==> src/verilog/tracker_params.svh <==
`ifndef TRACKER_PARAMS_SVH
`define TRACKER_PARAMS_SVH

// pixel coordinate widths
`define PIX_X_W 9
`define PIX_Y_W 8

// one colour channel of a camera pixel
`define CHAN_W 4

// per-frame pixel count and coordinate sum widths
`define COUNT_W 16
`define SUM_W 24

// sixteen-frame motion magnitude
`define MOTION_W 13

// colour classification thresholds
`define BRIGHT_MIN 12
`define DARK_MAX 3

// blob must be bigger than this to count as present
`define MIN_PIXELS 5

// net movement above this is a punch or a kick
`define ACTION_MIN 32

// frames per motion group
`define FRAME_GROUP 16

// divider latency, one load cycle plus one cycle per dividend bit
`define DIV_CYCLES 25

`endif

==> src/verilog/tracker_pkg.sv <==
package tracker_pkg;

`include "tracker_params.svh"

    // 4:4:4 colour pixel
    typedef struct packed {
        logic [`CHAN_W-1:0] red;
        logic [`CHAN_W-1:0] green;
        logic [`CHAN_W-1:0] blue;
    } pixel_t;

    // one streamed camera pixel
    // x is already mirrored to screen orientation
    typedef struct packed {
        pixel_t              color;
        logic [`PIX_X_W-1:0] x;
        logic [`PIX_Y_W-1:0] y;
        logic                valid;
    } cam_pixel_t;

    // per-player frame totals
    typedef struct packed {
        logic [`COUNT_W-1:0] count;
        logic [`SUM_W-1:0]   x_sum;
        logic [`SUM_W-1:0]   y_sum;
    } blob_totals_t;

    // one centroid axis
    // y fits in the x width, so both axes share this type
    typedef struct packed {
        logic [`PIX_X_W-1:0] cur;
        logic [`PIX_X_W-1:0] prev;
    } coord_t;

    // net movement over one frame group
    // sign bits are 1 for negative
    typedef struct packed {
        logic [`MOTION_W-1:0] dx_mag;
        logic                 dx_sign;
        logic [`MOTION_W-1:0] dy_mag;
        logic                 dy_sign;
    } motion_t;

    // player index for the per-player arrays
    typedef enum logic {
        PLAYER_1 = 1'b0,
        PLAYER_2 = 1'b1
    } player_e;

    // divider FSM
    typedef enum logic [1:0] {
        DIV_IDLE,
        DIV_RUN,
        DIV_DONE
    } div_state_e;

endpackage
==> src/verilog/blob_accumulator.sv <==
`timescale 1ns/10ps

`include "tracker_params.svh"

module blob_accumulator import tracker_pkg::*; (
    input  logic         clk_65mhz,
    input  logic         rst_n,
    input  cam_pixel_t   pixel,
    input  logic         frame_done,
    output blob_totals_t totals [2],
    output logic         totals_valid,
    output logic         present [2]
);

    // thresholds at channel width
    localparam logic [`CHAN_W-1:0] BRIGHT = `BRIGHT_MIN;
    localparam logic [`CHAN_W-1:0] DARK = `DARK_MAX;
    localparam logic [`COUNT_W-1:0] MIN_CNT = `MIN_PIXELS;

    logic              frame_done_q;
    logic              frame_end;
    logic              is_red;
    logic              is_white;
    logic              hit [2];
    logic [`SUM_W-1:0] x_ext;
    logic [`SUM_W-1:0] y_ext;
    blob_totals_t      acc [2];

    ////////////////////////////////////////////////////////////////////////////
    // pixel classification
    ////////////////////////////////////////////////////////////////////////////

    // end of frame is the falling edge of the blanking level
    assign frame_end = frame_done_q && !frame_done;

    // coordinates widened to the sum width
    assign x_ext = {{(`SUM_W - `PIX_X_W){1'b0}}, pixel.x};
    assign y_ext = {{(`SUM_W - `PIX_Y_W){1'b0}}, pixel.y};

    always_comb begin
        // red led, strong red with green and blue nearly off
        is_red = (pixel.color.red > BRIGHT) &&
                 (pixel.color.green < DARK) &&
                 (pixel.color.blue < DARK);
        // ir led shows up white on the sensor
        is_white = (pixel.color.red > BRIGHT) &&
                   (pixel.color.green > BRIGHT) &&
                   (pixel.color.blue > BRIGHT);
        // the two classes never overlap
        hit[PLAYER_1] = pixel.valid && is_red;
        hit[PLAYER_2] = pixel.valid && is_white;
    end

    ////////////////////////////////////////////////////////////////////////////
    // accumulate, latch and clear
    ////////////////////////////////////////////////////////////////////////////

    always_ff @(posedge clk_65mhz or negedge rst_n) begin
        if (!rst_n) begin
            frame_done_q <= 1'b0;
            totals_valid <= 1'b0;
            for (int p = 0; p < 2; p++) begin
                acc[p] <= '0;
                totals[p] <= '0;
                present[p] <= 1'b0;
            end
        end else begin
            frame_done_q <= frame_done;
            // one-cycle strobe to the dividers
            totals_valid <= frame_end;
            for (int p = 0; p < 2; p++) begin
                // publish the finished frame
                if (frame_end) begin
                    totals[p] <= acc[p];
                    present[p] <= (acc[p].count > MIN_CNT);
                end
                // clear one cycle after publishing
                // a pixel landing here is dropped
                if (totals_valid) begin
                    acc[p] <= '0;
                end else if (hit[p]) begin
                    acc[p].count <= acc[p].count + 1'b1;
                    acc[p].x_sum <= acc[p].x_sum + x_ext;
                    acc[p].y_sum <= acc[p].y_sum + y_ext;
                end
            end
        end
    end

endmodule

==> src/verilog/centroid_divider.sv <==
`timescale 1ns/10ps

`include "tracker_params.svh"

module centroid_divider import tracker_pkg::*; (
    input  logic                clk_65mhz,
    input  logic                rst_n,
    input  logic [`SUM_W-1:0]   sum,
    input  logic [`COUNT_W-1:0] count,
    input  logic                start,
    output coord_t              coord,
    output logic                done
);

    // one load cycle, then one quotient bit per cycle
    localparam int STEP_W = $clog2(`DIV_CYCLES);
    localparam logic [STEP_W-1:0] LAST_STEP = STEP_W'(`DIV_CYCLES - 2);

    div_state_e          state;
    logic [STEP_W-1:0]   step;
    // dividend shifts out the top, quotient bits shift in the bottom
    logic [`SUM_W-1:0]   dvd;
    logic [`SUM_W-1:0]   dvd_next;
    logic [`COUNT_W-1:0] dsr;
    logic [`COUNT_W-1:0] rem;
    logic [`COUNT_W-1:0] rem_next;
    logic [`COUNT_W:0]   rem_shift;
    logic [`COUNT_W:0]   rem_diff;
    logic                q_bit;

    ////////////////////////////////////////////////////////////////////////////
    // restoring step
    ////////////////////////////////////////////////////////////////////////////

    always_comb begin
        // bring down the next dividend bit
        rem_shift = {rem, dvd[`SUM_W-1]};
        rem_diff = rem_shift - {1'b0, dsr};
        // subtract only if it fits
        q_bit = (rem_shift >= {1'b0, dsr});
        rem_next = q_bit ? rem_diff[`COUNT_W-1:0] : rem_shift[`COUNT_W-1:0];
        dvd_next = {dvd[`SUM_W-2:0], q_bit};
    end

    // result strobe lasts the single DIV_DONE cycle
    assign done = (state == DIV_DONE);

    ////////////////////////////////////////////////////////////////////////////
    // control FSM and coordinate registers
    ////////////////////////////////////////////////////////////////////////////

    always_ff @(posedge clk_65mhz or negedge rst_n) begin
        if (!rst_n) begin
            state <= DIV_IDLE;
            step <= '0;
            coord <= '0;
        end else begin
            case (state)
                DIV_IDLE: begin
                    // empty blob keeps the old centroid
                    if (start && (count != '0)) begin
                        state <= DIV_RUN;
                        step <= '0;
                    end
                end
                DIV_RUN: begin
                    step <= step + 1'b1;
                    // last bit goes straight into the coordinate
                    if (step == LAST_STEP) begin
                        state <= DIV_DONE;
                        coord.prev <= coord.cur;
                        coord.cur <= dvd_next[`PIX_X_W-1:0];
                    end
                end
                DIV_DONE: begin
                    state <= DIV_IDLE;
                end
                default: begin
                    state <= DIV_IDLE;
                end
            endcase
        end
    end

    // datapath
    always_ff @(posedge clk_65mhz) begin
        if ((state == DIV_IDLE) && start) begin
            dvd <= sum;
            dsr <= count;
            rem <= '0;
        end else if (state == DIV_RUN) begin
            dvd <= dvd_next;
            rem <= rem_next;
        end
    end

endmodule

==> src/verilog/led_tracker_top.sv <==
`timescale 1ns/10ps

module led_tracker_top import tracker_pkg::*; (
    input  logic       clk_65mhz,
    input  logic       rst_n,
    input  cam_pixel_t pixel,
    input  logic       frame_done,
    output coord_t     coord_x [2],
    output coord_t     coord_y [2],
    output logic       coord_valid,
    output logic       present [2],
    output motion_t    motion [2],
    output logic       motion_valid,
    output logic       punch [2],
    output logic       kick [2]
);

    blob_totals_t totals [2];
    logic         totals_valid;

    ////////////////////////////////////////////////////////////////////////////
    // stage 1, per-frame blob totals
    ////////////////////////////////////////////////////////////////////////////

    blob_accumulator u_blob (
        .clk_65mhz    (clk_65mhz),
        .rst_n        (rst_n),
        .pixel        (pixel),
        .frame_done   (frame_done),
        .totals       (totals),
        .totals_valid (totals_valid),
        .present      (present)
    );

    ////////////////////////////////////////////////////////////////////////////
    // stage 2, centroid division
    ////////////////////////////////////////////////////////////////////////////

    // player 1 x sets the coordinate strobe
    centroid_divider u_div_p1_x (
        .clk_65mhz (clk_65mhz),
        .rst_n     (rst_n),
        .sum       (totals[PLAYER_1].x_sum),
        .count     (totals[PLAYER_1].count),
        .start     (totals_valid),
        .coord     (coord_x[PLAYER_1]),
        .done      (coord_valid)
    );

    // the other three finish in the same cycle when their blob is seen
    centroid_divider u_div_p1_y (
        .clk_65mhz (clk_65mhz),
        .rst_n     (rst_n),
        .sum       (totals[PLAYER_1].y_sum),
        .count     (totals[PLAYER_1].count),
        .start     (totals_valid),
        .coord     (coord_y[PLAYER_1]),
        .done      ()
    );

    centroid_divider u_div_p2_x (
        .clk_65mhz (clk_65mhz),
        .rst_n     (rst_n),
        .sum       (totals[PLAYER_2].x_sum),
        .count     (totals[PLAYER_2].count),
        .start     (totals_valid),
        .coord     (coord_x[PLAYER_2]),
        .done      ()
    );

    centroid_divider u_div_p2_y (
        .clk_65mhz (clk_65mhz),
        .rst_n     (rst_n),
        .sum       (totals[PLAYER_2].y_sum),
        .count     (totals[PLAYER_2].count),
        .start     (totals_valid),
        .coord     (coord_y[PLAYER_2]),
        .done      ()
    );

    ////////////////////////////////////////////////////////////////////////////
    // stage 3, motion over frame groups
    ////////////////////////////////////////////////////////////////////////////

    motion_integrator u_motion (
        .clk_65mhz    (clk_65mhz),
        .rst_n        (rst_n),
        .frame_done   (frame_done),
        .coord_x      (coord_x),
        .coord_y      (coord_y),
        .motion       (motion),
        .motion_valid (motion_valid),
        .punch        (punch),
        .kick         (kick)
    );

endmodule

==> src/verilog/motion_integrator.sv <==
`timescale 1ns/10ps

`include "tracker_params.svh"

module motion_integrator import tracker_pkg::*; (
    input  logic    clk_65mhz,
    input  logic    rst_n,
    input  logic    frame_done,
    input  coord_t  coord_x [2],
    input  coord_t  coord_y [2],
    output motion_t motion [2],
    output logic    motion_valid,
    output logic    punch [2],
    output logic    kick [2]
);

    localparam int TALLY_W = $clog2(`FRAME_GROUP);
    localparam logic [TALLY_W-1:0] LAST_FRAME = TALLY_W'(`FRAME_GROUP - 1);
    localparam logic [`MOTION_W-1:0] ACTION_LIM = `ACTION_MIN;

    logic                 frame_done_q;
    logic                 frame_start;
    logic [TALLY_W-1:0]   frame_tally;
    motion_t              acc [2];
    // {sign, magnitude} after adding this frame's delta
    logic [`MOTION_W:0]   next_x [2];
    logic [`MOTION_W:0]   next_y [2];

    // two-frame delta as {sign, magnitude}
    function automatic logic [`MOTION_W:0] two_frame_delta(input coord_t c);
        logic [`MOTION_W-1:0] cur_ext;
        logic [`MOTION_W-1:0] prev_ext;
        cur_ext = {{(`MOTION_W - `PIX_X_W){1'b0}}, c.cur};
        prev_ext = {{(`MOTION_W - `PIX_X_W){1'b0}}, c.prev};
        // moved towards zero
        if (c.prev > c.cur) begin
            return {1'b1, prev_ext - cur_ext};
        end
        return {1'b0, cur_ext - prev_ext};
    endfunction

    // sign-magnitude add of a delta into a running sum
    function automatic logic [`MOTION_W:0] sm_add(
        input logic [`MOTION_W-1:0] a_mag,
        input logic                 a_sign,
        input logic [`MOTION_W:0]   d
    );
        logic                 d_sign;
        logic [`MOTION_W-1:0] d_mag;
        d_sign = d[`MOTION_W];
        d_mag = d[`MOTION_W-1:0];
        if (a_sign == d_sign) begin
            return {a_sign, a_mag + d_mag};
        end
        // opposite signs, larger one wins
        if (a_mag > d_mag) begin
            return {a_sign, a_mag - d_mag};
        end
        // ties take the delta's sign
        return {d_sign, d_mag - a_mag};
    endfunction

    ////////////////////////////////////////////////////////////////////////////
    // frame edge and next sums
    ////////////////////////////////////////////////////////////////////////////

    assign frame_start = frame_done && !frame_done_q;

    always_comb begin
        for (int p = 0; p < 2; p++) begin
            next_x[p] = sm_add(acc[p].dx_mag, acc[p].dx_sign, two_frame_delta(coord_x[p]));
            next_y[p] = sm_add(acc[p].dy_mag, acc[p].dy_sign, two_frame_delta(coord_y[p]));
        end
    end

    ////////////////////////////////////////////////////////////////////////////
    // group integration and action decode
    ////////////////////////////////////////////////////////////////////////////

    always_ff @(posedge clk_65mhz or negedge rst_n) begin
        if (!rst_n) begin
            frame_done_q <= 1'b0;
            frame_tally <= '0;
            motion_valid <= 1'b0;
            for (int p = 0; p < 2; p++) begin
                acc[p] <= '0;
                motion[p] <= '0;
                punch[p] <= 1'b0;
                kick[p] <= 1'b0;
            end
        end else begin
            frame_done_q <= frame_done;
            motion_valid <= 1'b0;
            if (frame_start) begin
                if (frame_tally == LAST_FRAME) begin
                    // close the group
                    frame_tally <= '0;
                    motion_valid <= 1'b1;
                    for (int p = 0; p < 2; p++) begin
                        motion[p] <= acc[p];
                        // actions hold until the next group closes
                        punch[p] <= (acc[p].dx_mag > ACTION_LIM);
                        kick[p] <= (acc[p].dy_mag > ACTION_LIM);
                        acc[p] <= '0;
                    end
                end else begin
                    frame_tally <= frame_tally + 1'b1;
                    for (int p = 0; p < 2; p++) begin
                        acc[p].dx_sign <= next_x[p][`MOTION_W];
                        acc[p].dx_mag <= next_x[p][`MOTION_W-1:0];
                        acc[p].dy_sign <= next_y[p][`MOTION_W];
                        acc[p].dy_mag <= next_y[p][`MOTION_W-1:0];
                    end
                end
            end
        end
    end

endmodule

==> config.mk <==
export PLATFORM = sky130hd
export DESIGN_NAME = led_tracker_top
export DESIGN_NICKNAME = d
export VERILOG_FILES = /design/src/verilog/tracker_pkg.sv /design/src/verilog/blob_accumulator.sv /design/src/verilog/centroid_divider.sv /design/src/verilog/led_tracker_top.sv /design/src/verilog/motion_integrator.sv
export VERILOG_INCLUDE_DIRS = /design/src /design/src/verilog
export SDC_FILE = /design/constraint.sdc
export NUM_CORES = 2
export LEC_CHECK = 0
export ABC_AREA = 0
export CORE_ASPECT_RATIO = 1.25
export CORE_MARGIN = 2
export CORE_UTILIZATION = 50
export CTS_BUF_LIST = sky130_fd_sc_hd__clkbuf_4 sky130_fd_sc_hd__clkbuf_8
export CTS_CLUSTER_SIZE = 10
export DETAILED_ROUTE_END_ITERATION = 7
export DONT_BUFFER_PORTS = 1
export PLACE_DENSITY = 0.66
export SYNTH_ARGS = -nofsm -noshare
export SYNTH_HDL_FRONTEND = slang
export SYNTH_SLANG_ARGS = --single-unit
==> constraint.sdc <==
create_clock -name clk_65mhz -period 11.8 [get_ports clk_65mhz]
set_input_delay 0.59 -clock clk_65mhz [delete_from_list [all_inputs] [get_ports clk_65mhz]]
set_output_delay 0.59 -clock clk_65mhz [all_outputs]
set_load 0.02 [all_outputs]
==> metrics <==
area of the multi-input gates 22,340 um^2; Worst Skew 0.03010 ns; CTS Buffer Depth 3; final setup margin 4.560 ns; GP Congestion 0.9244; Leak Pwr 0.02093 uW; via count 31,650; hold depth 3; startpoint types register; Switching Fraction 31.81%; I/O pin total 169; Clock transition at path regs 0.06 ns; initial antenna violation count 3; FF-to-FF setup slack 4.56 ns; largest net degree at the start of global routing 482; fin crit share 61.35%; drt initial violations 2,059; EDFF count, synth 160; Worst Reg-to-Reg Cells 22; DR vias/cell 5.716; Syn Area/Cell 9.686 um^2; most numerous cell in the Yosys netlist nand2_1; CP max stage delay 0.92 ns; Root Driver clkbuf_8; headroom to the max-slew limit 22.13%; Layout area overhead 8.426%; slowest library cell on the worst path nor2_1; chip height 329.6 um; vias in the first global route 31,460; CORE AREA 84,120 um^2; clock buffer count from CTS 113; combinational fraction of design power 21.8%; Cell variety after synth 100; Pwr Total 6601 uW; Total Nets Final 4,759; Avg WL per Cell 18.99 um; main flop type after synthesis dfrtp_1; max-cap viol count 0; Pins Over Slew Limit 0; top cells by count, synth nand2_1, dfrtp_1, ha_1; CP Capture Type register; r2r endpoint u_motion.acc[13]; clock share of power 35.4%; final WL 105.1 mm; Site Rows 119; worst-skew pair later-pin latency 0.77 ns; final hold violation count 0; Overflow after GRT 0; gr usage total 24.17%; Post-CTS Setup Bufs 0; ANT nets after route 0; Hold Crit Class in -> reg; PwrDens 143.6 nW/um^2; RSZ-0062 raised after global routing false; filler instances 7,455; minimum clock period after layout 7.240 ns; Int Pwr 4501 uW; clock sink total 705; Crit Path Max Fanout 15; setup TNS 0 ns; H-tree levels 3; Hold Slack 0.1135 ns; min-delay src pixel[9]; Synth Cell Area 42,400 um^2; dpl ws 4.721 ns; PortBufs 0; # DRC 0; crit-path leading delay family compound AO/OA/AOI/OAI gates; first-pass GRT wire length 170.6 mm; cell taking the most area after synthesis dfrtp_1; #FFs+latches synth 705; Net Count, Synth 4,787; final setup vio count 0; Core Util, Final 54.64%; Peak Freq 138.1 MHz; FF-to-FF Start u_div_p2_y.coord[0]; CP Class reg -> reg; Arr. time, crit path 7.89 ns; register area 18,130 um^2; net switching power 2100 uW; top post-synthesis cells by area dfrtp_1, edfxtp_1, ha_1, mux2_2, nand2_1; Reg power frac 42.8%; TritonCTS clock tree built; Die W 264.5 um; asr flop ratio synth 68.23%; Synth top area share 28.39%; Initial Utilization 50.40%; Die ar. 87,150 um^2; Worst EP required 12.45 ns; worst path cell trace inv_1, ha_1, inv_1, fa_1, a21o_1, a21oi_2, o21ai_1, a311oi_2, nor2_1, mux2i_1, a311oi_2, o31ai_2, a31oi_1, ha_1, o21a_1, o21ai_0, nor3b_2, a21boi_1, nor2_1, mux2i_1, mux2i_1, a211o_1; crit path buf inv count 2; worst vdd ir 0.08715 mV; status completed; cells after synthesis 4,377; worst-margin pin slew 1.164 ns; share of cells above drive strength 1 11.29%; sequential area share after synthesis 42.74%; worst hold endpoint u_blob.acc[24]; CP dominant cell by count mux2i_1; HPWL after DPL 74.31 mm; Synth Warn # 0; Initial DRT Pass Iterations 5
==> repair_timing <==
| action | in CTS | in global routing |
|---|---|---|
| endpoints found under the hold margin | 482 | 150 |
| gates resized for setup | 0 | 0 |
| hold buffers | 2 | 1 |
==> metrics by stage <==
step                area (um^2)  std cells
finish                    45970       5537
global route              45970       5537
CTS                       45900       5533
detailed placement        43340       5318
global placement          43340       5318
floorplan                 42400       4377
==> layout by cell type, fill, tap and decap left out, types with 30 or more instances in the layout <==
| cell type | instances |
|---|---|
| nand2_1 | 538 |
| dfrtp_1 | 480 |
| ha_1 | 349 |
| inv_1 | 347 |
| o21ai_0 | 285 |
| a21oi_1 | 262 |
| nor2_1 | 251 |
| mux2_2 | 195 |
| edfxtp_1 | 160 |
| xnor2_1 | 153 |
| clkbuf_8 | 134 |
| mux2i_1 | 89 |
| nor3_1 | 85 |
| xor2_1 | 82 |
| a21o_1 | 66 |
| nand3_1 | 66 |
| dfxtp_1 | 64 |
| nand4_1 | 56 |
| o21bai_1 | 48 |
| clkbuf_4 | 41 |
| nor2b_1 | 40 |
| or3_1 | 35 |
| o31ai_1 | 34 |
| a31oi_1 | 33 |
| and3_1 | 30 |
| nor4_1 | 30 |
==> worst max path at each step <==
stage	start	endpoint	cells after the start
2_1_floorplan	u_div_p2_y.coord[0]	u_motion.acc[6]	23
3_3_place_gp	u_div_p2_y.coord[0]	u_motion.acc[13]	22
3_5_place_dp	u_div_p2_y.coord[0]	u_motion.acc[13]	22
4_1_cts	u_div_p2_y.coord[0]	u_motion.acc[13]	22
5_1_grt	u_div_p2_y.coord[0]	u_motion.acc[13]	22
6_report	u_div_p2_y.coord[0]	u_motion.acc[13]	22
==> cells by family (layout without fill, tap and decap cells) <==
family / count (synthesis) / count (layout) / synth area share, %
flip-flops: 705 / 705 / 42.74
XOR/XNOR: 237 / 237 / 4.931
AO/OA/AOI/OAI: 1008 / 1008 / 15.23
buffers and inverters: 524 / 594 / 4.734
AND/OR/NAND/NOR: 1242 / 1242 / 13.46
adder cells (fa/ha/maj): 377 / 377 / 11.62
multiplexers: 284 / 284 / 7.281
other: 0 / 1 / 0
==> worst min-delay path, stage by stage <==
cell	delay (ns)
ha_1	0.10
nand2_1	0.04
a21oi_1	0.10
==> routing by layer <==
layer,part of all wire (%),wire (um),global-route usage (%),vias up
met3,4.4,4628,3.357,216
met2,48,50910,41.30,728
li1,-,-,-,15320
met4,3.4,3574,9.499,0
met5,0,0,0,-
met1,44,46020,31.10,15380
==> state kept, by name, summed over array words and instances, names as in the netlist, 24 cells and up <==
signal           flops
u_div_p1_y.dvd      24
u_motion.motion     56
u_blob.acc         128
u_div_p1_x.dvd      24
u_blob.totals      128
u_motion.acc        56
u_div_p2_x.dvd      24
u_div_p2_y.dvd      24
==> cell type report <==
type | count | area share (%)
flip-flops and latches | 705 | 39.43
multi-input cells | 3148 | 48.60
clock buffers | 175 | 4.682
diodes | 1 | 0.005444
clock inverters | 38 | 0.8165
well taps | 1089 | 2.964
inverters | 350 | 2.858
repair buffers | 31 | 0.6478
==> power groups by stage <==
stage          logic (uW)  clock network, uW  registers (uW)
2_1_floorplan        1060                  0            2820
3_3_place_gp         1380                  0            2860
3_5_place_dp         1380                  0            2870
4_1_cts              1420               2400            2820
5_1_grt              1590               2500            2840
6_report             1440               2340            2820
(Power assumes the default switching activity.)
